**src/div_config.svh**
```systemverilog
`ifndef DIV_CONFIG_SVH
`define DIV_CONFIG_SVH

// operand width in bits
`define DIV_WIDTH 32

// number of iterative lanes behind the dispatcher
`define DIV_LANES 4

// step counter, must hold DIV_WIDTH+2
`define DIV_CNT_W 6

`endif
```
**src/div_pkg.sv**
```systemverilog
`include "div_config.svh"

package div_pkg;

        // a single lane still needs one index bit
        localparam int LANE_IDX_W = (`DIV_LANES > 1) ? $clog2(`DIV_LANES) : 1;

        typedef logic [`DIV_WIDTH-1:0] operand_t;     // dividend, divisor, quotient, remainder
        typedef logic [LANE_IDX_W-1:0] lane_idx_t;
        typedef logic [`DIV_CNT_W-1:0] iter_t;        // step counter and step limit

        // round-robin successor, same order for dispatcher and collector
        function automatic lane_idx_t next_lane(input lane_idx_t idx);
                if (idx == lane_idx_t'(`DIV_LANES - 1))
                        return '0;
                return idx + 1'b1;
        endfunction

endpackage

```
**src/div_array.sv**
```systemverilog
`timescale 1ns/10ps
`include "div_config.svh"

module div_array (
        input  logic              clk,
        input  logic              rst_n,
        input  logic              in_valid,
        input  div_pkg::operand_t in_a,
        input  div_pkg::operand_t in_b,
        input  logic              in_signed,
        output logic              busy,
        output logic              out_valid,
        output div_pkg::operand_t out_quo,
        output div_pkg::operand_t out_rem,
        output logic              out_dbz
);

logic [`DIV_LANES-1:0] start;
logic [`DIV_LANES-1:0] lane_busy;
logic [`DIV_LANES-1:0] lane_held;
logic [`DIV_LANES-1:0] lane_dbz;
logic [`DIV_LANES-1:0] take;
div_pkg::operand_t     lane_quo [`DIV_LANES];
div_pkg::operand_t     lane_rem [`DIV_LANES];

div_dispatch i_dispatch (
        .clk       (clk),
        .rst_n     (rst_n),
        .in_valid  (in_valid),
        .lane_busy (lane_busy),
        .lane_held (lane_held),
        .start     (start),
        .busy      (busy)
);

// operands go to every lane, start picks the one that loads
for (genvar i = 0; i < `DIV_LANES; i++)
begin : g_lane
        div_lane i_lane (
                .clk       (clk),
                .rst_n     (rst_n),
                .start     (start[i]),
                .is_signed (in_signed),
                .a         (in_a),
                .b         (in_b),
                .take      (take[i]),
                .busy      (lane_busy[i]),
                .done      (),              // collector watches held
                .held      (lane_held[i]),
                .dbz       (lane_dbz[i]),
                .quo       (lane_quo[i]),
                .rem       (lane_rem[i])
        );
end

div_collect i_collect (
        .clk       (clk),
        .rst_n     (rst_n),
        .lane_held (lane_held),
        .lane_quo  (lane_quo),
        .lane_rem  (lane_rem),
        .lane_dbz  (lane_dbz),
        .take      (take),
        .out_valid (out_valid),
        .out_quo   (out_quo),
        .out_rem   (out_rem),
        .out_dbz   (out_dbz)
);

endmodule

```
**src/div_collect.sv**
```systemverilog
`timescale 1ns/10ps
`include "div_config.svh"

module div_collect (
        input  logic                  clk,
        input  logic                  rst_n,
        input  logic [`DIV_LANES-1:0] lane_held,
        input  div_pkg::operand_t     lane_quo [`DIV_LANES],
        input  div_pkg::operand_t     lane_rem [`DIV_LANES],
        input  logic [`DIV_LANES-1:0] lane_dbz,
        output logic [`DIV_LANES-1:0] take,       // clears held in the lane
        output logic                  out_valid,
        output div_pkg::operand_t     out_quo,
        output div_pkg::operand_t     out_rem,
        output logic                  out_dbz
);

div_pkg::lane_idx_t ptr;        // oldest outstanding request
logic               grab;

// skip a lane whose take is still in flight
assign grab = lane_held[ptr] && !take[ptr];

always_ff @(posedge clk or negedge rst_n)
begin
        if (!rst_n)
        begin
                ptr       <= '0;
                take      <= '0;
                out_valid <= 1'b0;
        end
        else
        begin
                take      <= '0;
                out_valid <= grab;
                if (grab)
                begin
                        take[ptr] <= 1'b1;
                        ptr       <= div_pkg::next_lane(ptr);
                end
        end
end

// result registers, only meaningful with out_valid
always_ff @(posedge clk)
begin
        if (grab)
        begin
                out_quo <= lane_quo[ptr];
                out_rem <= lane_rem[ptr];
                out_dbz <= lane_dbz[ptr];
        end
end

endmodule

```
**src/div_dispatch.sv**
```systemverilog
`timescale 1ns/10ps
`include "div_config.svh"

module div_dispatch (
        input  logic                  clk,
        input  logic                  rst_n,
        input  logic                  in_valid,
        input  logic [`DIV_LANES-1:0] lane_busy,
        input  logic [`DIV_LANES-1:0] lane_held,    // result not yet collected
        output logic [`DIV_LANES-1:0] start,
        output logic                  busy
);

div_pkg::lane_idx_t ptr;                // next lane to receive a request
logic               ptr_free;
logic               accept;

// strict rotation, the collector relies on it
assign ptr_free = !lane_busy[ptr] && !lane_held[ptr];
assign accept   = in_valid && ptr_free;
assign busy     = !ptr_free;

always_comb
begin
        start      = '0;
        start[ptr] = accept;
end

always_ff @(posedge clk or negedge rst_n)
begin
        if (!rst_n)
                ptr <= '0;
        else if (accept)
                ptr <= div_pkg::next_lane(ptr);
end

endmodule

```
**src/div_lane.sv**
```systemverilog
`timescale 1ns/10ps
`include "div_config.svh"

module div_lane (
        input  logic              clk,
        input  logic              rst_n,
        input  logic              start,
        input  logic              is_signed,
        input  div_pkg::operand_t a,            // dividend
        input  div_pkg::operand_t b,            // divisor
        input  logic              take,         // collector has the result
        output logic              busy,
        output logic              done,         // one cycle, result just landed
        output logic              held,
        output logic              dbz,
        output div_pkg::operand_t quo,
        output div_pkg::operand_t rem
);

// bit length of the dividend magnitude, zero for zero
function automatic div_pkg::iter_t bit_len(input div_pkg::operand_t v);
        div_pkg::iter_t len;

        len = '0;
        for (int i = 0; i < `DIV_WIDTH; i++)
        begin
                if (v[i])
                        len = div_pkg::iter_t'(i + 1);
        end
        return len;
endfunction

logic                load;
logic                b_zero;
logic                a_neg;
logic                b_neg;
div_pkg::operand_t   mag_a;
div_pkg::operand_t   mag_b;
div_pkg::iter_t      len_a;

logic [`DIV_WIDTH:0] acc;               // partial remainder, one bit wider
logic [`DIV_WIDTH:0] reduced;
logic [`DIV_WIDTH:0] acc_next;
logic [`DIV_WIDTH:0] dvd;               // next dividend bit sits at the top
div_pkg::operand_t   dvs;
div_pkg::operand_t   q_work;
logic                ge;
div_pkg::iter_t      cnt;
div_pkg::iter_t      limit;
logic                neg_q;
logic                neg_r;

assign load   = start && !busy && !held;    // stray strobes are dropped
assign b_zero = (b == '0);

// strip the signs before the loop
always_comb
begin
        a_neg = is_signed && a[`DIV_WIDTH-1];
        b_neg = is_signed && b[`DIV_WIDTH-1];
        mag_a = a_neg ? -a : a;
        mag_b = b_neg ? -b : b;
        len_a = bit_len(mag_a);
end

// one restoring shift-subtract step
always_comb
begin
        ge       = (acc >= {1'b0, dvs});
        reduced  = ge ? acc - {1'b0, dvs} : acc;
        acc_next = {reduced[`DIV_WIDTH-1:0], dvd[`DIV_WIDTH]};
end

always_ff @(posedge clk or negedge rst_n)
begin
        if (!rst_n)
        begin
                busy <= 1'b0;
                done <= 1'b0;
                held <= 1'b0;
                dbz  <= 1'b0;
                cnt  <= '0;
        end
        else
        begin
                done <= 1'b0;
                if (take)
                        held <= 1'b0;

                if (load)
                begin
                        cnt <= '0;
                        if (b_zero)     // no loop, answer is fixed
                        begin
                                dbz  <= 1'b1;
                                done <= 1'b1;
                                held <= 1'b1;
                        end
                        else
                        begin
                                dbz  <= 1'b0;
                                busy <= 1'b1;
                        end
                end
                else if (busy)
                begin
                        if (cnt == limit)
                        begin
                                busy <= 1'b0;
                                done <= 1'b1;
                                held <= 1'b1;
                        end
                        else
                                cnt <= cnt + 1'b1;
                end
        end
end

always_ff @(posedge clk)
begin
        if (load)
        begin
                if (b_zero)
                begin
                        quo <= '1;
                        rem <= a;       // raw dividend, sign untouched
                end
                else
                begin
                        // top set bit lands just under the shift-out position
                        dvd    <= {1'b0, mag_a} << (`DIV_WIDTH - len_a);
                        dvs    <= mag_b;
                        acc    <= '0;
                        q_work <= '0;
                        limit  <= len_a + 2'd2;
                        neg_q  <= a_neg ^ b_neg;
                        neg_r  <= a_neg;        // remainder follows the dividend
                end
        end
        else if (busy)
        begin
                if (cnt == limit)
                begin
                        // last step shifted a spare zero into acc
                        quo <= neg_q ? -q_work : q_work;
                        rem <= neg_r ? -acc[`DIV_WIDTH:1] : acc[`DIV_WIDTH:1];
                end
                else
                begin
                        acc    <= acc_next;
                        q_work <= {q_work[`DIV_WIDTH-2:0], ge};
                        dvd    <= dvd << 1;
                end
        end
end

endmodule

```
**config.mk**
```make
export PLATFORM = sky130hd
export DESIGN_NAME = div_array
export DESIGN_NICKNAME = d
export VERILOG_FILES = /design/src/div_pkg.sv /design/src/div_array.sv /design/src/div_collect.sv /design/src/div_dispatch.sv /design/src/div_lane.sv
export VERILOG_INCLUDE_DIRS = /design/src
export SDC_FILE = /design/constraint.sdc
export NUM_CORES = 2
export LEC_CHECK = 0
export BUFFER_PORTS_ARGS = -buffer_cell sky130_fd_sc_hd__clkbuf_2
export CAP_MARGIN = 10
export CORE_AREA = 2 2 320 322
export CTS_BUF_LIST = sky130_fd_sc_hd__clkbuf_8
export DETAILED_ROUTE_END_ITERATION = 10
export DIE_AREA = 0 0 322 324
export HOLD_SLACK_MARGIN = 0.15
export PLACE_DENSITY_LB_ADDON = 0.1
export SLEW_MARGIN = 25
export SYNTH_ARGS = -nofsm -noshare
export SYNTH_HDL_FRONTEND = slang
export SYNTH_SLANG_ARGS = --single-unit
export TNS_END_PERCENT = 50
```
**constraint.sdc**
```tcl
create_clock -name clk -period 26.8 [get_ports clk]
set_clock_uncertainty 0.15 [all_clocks]
set_input_delay 5.36 -clock clk [delete_from_list [all_inputs] [get_ports clk]]
set_output_delay 5.36 -clock clk [all_outputs]
set_load 0.01 [all_outputs]
```
==> results.py <==
metrics = {
    "yosys": {
        "ys_ff_latch": 918,
        "synth_warnings": 0,
        "async_flop_share_pct": 4.902,
        "synth.distinct_cells": 109,
        "syn_area_sq_mm": 0.05222,
        "postSynthCellCount": 4727,
        "synth_flop_cell": "edfxtp_1",
        "syn_area_per_cell_sq_um": 11.05,
        "synth_edf_count": 873,
        "yosysSeqAreaShare_pct": 52.36,
        "syn-num-nets": 4952,
    },
    "cells_and_area": {
        "final_util_pct": 56.67,
        "syn2layout_area_growth_pct": 9.625,
        "nets": 5068,
        "layout.cells.most_common": "edfxtp_1",
        "final_cell_mix": "edfxtp_1, nand2_1, nor2_1",
        "drive_gt1_share_pct": 12.37,
        "final_cell_area_sq_mm": 0.05724,
    },
    "routing": {
        "drtAntennaViolNets": 0,
        "drtIter0Drc": 3667,
        "drt_wl_total_um": 152100,
        "post_drt_wl_per_cell_um": 24.21,
        "firstDrtPassIters": 6,
        "viasPerCell": 6.039,
        "drc": 0,
        "num_vias": 37940,
    },
    "clock_network": {
        "h-tree-depth": 4,
        "cts_sinks": 918,
        "clock_latency_ps": 860,
        "numCtsBuffers": 160,
        "cts_tree": "yes",
        "ctsHoldBuffers": 0,
        "clockBufferDepth": 3,
        "cts_resized": 0,
        "clkSlewWorstSetupHoldPaths_ps": 60,
        "postCtsSetupRepairBufs": 0,
        "cts_root_buffer": "clkbuf_8",
    },
    "pwr": {
        "vdd_ir_drop_max_mv": 0.09468,
        "power.switching_mw": 2.589,
        "leakagePower_nw": 21.91,
        "swShare_pct": 39.32,
        "power_density_mw_per_mm2": 115.0,
        "clkPwrFrac_pct": 18.4,
        "comb_power_share_pct": 39.2,
        "p_int_mw": 3.996,
        "seqPwrFrac_pct": 42.3,
    },
    "global_routing": {
        "grt.total_usage_pct": 29.18,
        "grt.overflow.total": 0,
        "antenna_found_initial": 8,
        "grt_pass1_vias": 35930,
        "grt_max_degree": 125,
        "grt_pass1_wl_um": 227300,
    },
    "min_path": {
        "min_from": "g_lane[3].i_lane.dbz",
        "min_path_type": "flop to flop",
    },
    "die": {
        "placement_rows": 117,
        "die_w_um": 322,
        "io_pins": 135,
        "start_util_pct": 51.69,
        "dieArea_sq_mm": 0.1043,
        "die_y_um": 324,
        "core_sq_mm": 0.1010,
    },
    "timing": {
        "tns_ps": 0,
        "slew_viol_final": 0,
        "min_period_ps": 12580,
        "hold_violations": 0,
        "relSlewSlack_pct": 20.34,
        "worst_pin_slew_ps": 1186,
        "period_share_pct": 46.92,
        "setup_viol": 0,
        "rsz0062_at_grt": "no",
        "max_freq_mhz": 79.52,
    },
    "placed_design": {
        "io_buffers": 134,
        "placed_cell_area_sq_mm": 0.05426,
        "gp_congestion": 0.9437,
        "post-dp-hpwl_um": 108300,
    },
    "flow_run": {
        "maxCapViolations": 0,
    },
    "critical_path": {
        "crit_fanout": 34,
        "path_class": "primary input to flop",
        "cp-end-kind": "flop",
        "start_kind": "primary input",
        "cp_slowest_stage_delay_ps": 740,
        "crit_buf_inv": 5,
        "cp_top_family": "simple AND/OR/NAND/NOR gates",
        "critical_path.startpoint": "in_a[31]",
        "r2r-start": "g_lane[1].i_lane.acc[12]",
        "critPathArrivalTime_ps": 13130,
        "critPathMostFrequentCell": "nand2_1",
        "path_cells": "clkbuf_2 > nand2_1 > inv_1 > buf_4 > nand2_1 > xnor2_1 > a211o_1 > nand4_1 > a311o_1 > and4_1 > nor2_8 > inv_4 > ha_1 > inv_1 > nand2_1 > nand4b_1 > or2_1 > nand2_1 > o32ai_1 > mux2_2 > nand2_1 > o21ai_0",
        "required_ps": 27350,
        "cp_slowest_cell": "o32ai_1",
    },
    "run_status": {
        "status": "finished, final reports clean",
    },
}
-- worst reg2reg max path, stage by stage (launching register included) --
cell,delay (ps)
edfxtp_1,510
ha_1,440
nand4_1,200
nor3_1,780
a21boi_0,440
nor3_1,170
o311ai_0,740
and3_1,320
nor2_1,70
a211o_1,310
a21oi_1,250
o32ai_4,130
buf_4,320
or3b_2,630
a21oi_1,150
-- metrics by stage --
stage                     std cells  setup slack, ps  power [mW]  hold WS (ps)
final                          6282            14220       6.586         319.9
after global routing           6280            13680       7.005         366.1
after CTS                      6278            14400       6.606         323.9
after detailed placement       5989            13450       5.372         309.5
after global placement         5988            13580       5.323         305.0
after floorplan                4727            12760       4.597         291.3
-- per-layer routing --
metal	track usage, %	vias to the layer above	routed length (um)
met1	40.24	18550	66270
met3	4.408	273	9557
met4	12.26	8	6121
li1	-	17750	-
met2	46.26	1365	70080
met5	0	-	49
-- Yosys cell counts (11+ instances only) --
cell type	number	area, sq um
a21boi_0	11	82.58
nor2b_1	33	206.5
o211ai_1	26	195.2
a21oi_1	210	1051
o22ai_1	20	125.1
nand4_1	32	200.2
o21ai_1	41	205.2
nand2_1	502	1884
mux2i_1	121	1211
buf_1	15	56.30
nor4_1	34	212.7
mux4_2	69	1554
clkbuf_1	192	720.7
o21ai_0	325	1627
inv_1	202	758.2
mux2_2	61	686.9
xor2_1	288	2522
and3_1	58	362.9
o31ai_1	92	690.7
or3_1	48	300.3
xnor2_1	131	1147
nand2b_1	43	269.0
ha_1	153	1914
a31oi_1	39	244.0
buf_2	17	85.08
nand3_1	68	340.3
o41ai_1	48	420.4
nor3_1	65	325.3
or4_1	45	337.8
o21a_1	28	210.2
dfrtp_1	45	1126
a211oi_1	39	292.8
o21bai_1	15	112.6
edfxtp_1	873	26220
nor2_1	347	1303
and2_1	135	844.6
or2_2	19	118.9
a21o_1	55	412.9
-- flip-flops by register name, indices dropped and copies added (netlist names) --
signal                count
g_lane.i_lane.q_work    128
g_lane.i_lane.dbz         4
g_lane.i_lane.held        4
i_collect.out_rem        32
i_collect.ptr             2
g_lane.i_lane.neg_q       4
g_lane.i_lane.cnt        24
g_lane.i_lane.limit      24
g_lane.i_lane.dvs       128
g_lane.i_lane.busy        4
g_lane.i_lane.quo       128
i_collect.out_valid       1
i_collect.out_quo        32
i_dispatch.ptr            2
g_lane.i_lane.rem       128
g_lane.i_lane.dvd       132
i_collect.out_dbz         1
g_lane.i_lane.acc       132
i_collect.take            4
g_lane.i_lane.neg_r       4
-- final cells by class --
type                            count  area (sq um)
Tap cell                         1309          1638
Antenna cell                        3         7.507
Inverter                          204         768.2
Timing Repair Buffer              188          1120
Multi-Input combinational cell   3371         23410
Fill cell                        8754         43770
Clock buffer                      167          2298
Sequential cell                   918         27350
Clock inverter                    122         653.1
-- cells by family after synthesis --
kind of cell	Yosys count	synth area share, %
flops	918	52.36
xor+xnor	422	7.121
mux	259	6.820
buf+inv	438	3.288
compound gates	1059	12.91
simple gates	1474	13.68
fa+ha+maj	157	3.820
-- power by group through the flow --
stage | clock (mW) | combinational (mW) | sequential, mW
after floorplan | 0 | 1.85 | 2.75
after global placement | 0 | 2.52 | 2.80
after detailed placement | 0 | 2.57 | 2.80
after CTS | 1.24 | 2.58 | 2.78
after global routing | 1.30 | 2.86 | 2.85
final | 1.21 | 2.58 | 2.79
-- path summary, 6_finish.rpt --
kind                                            end  slack, ps  cells past startpoint
max                        g_lane[0].i_lane.dvd[14]      14220                     22
min                            g_lane[3].i_lane.dbz        320                      2
max reg2reg                 g_lane[1].i_lane.acc[7]      21050                     14
min reg2reg                    g_lane[3].i_lane.dbz        320                      2
max in group asynchronous          i_collect.ptr[0]      21540                      2
min in group asynchronous       i_collect.out_valid       4440                      2
No activity file was read; power rests on OpenSTA's default activity.
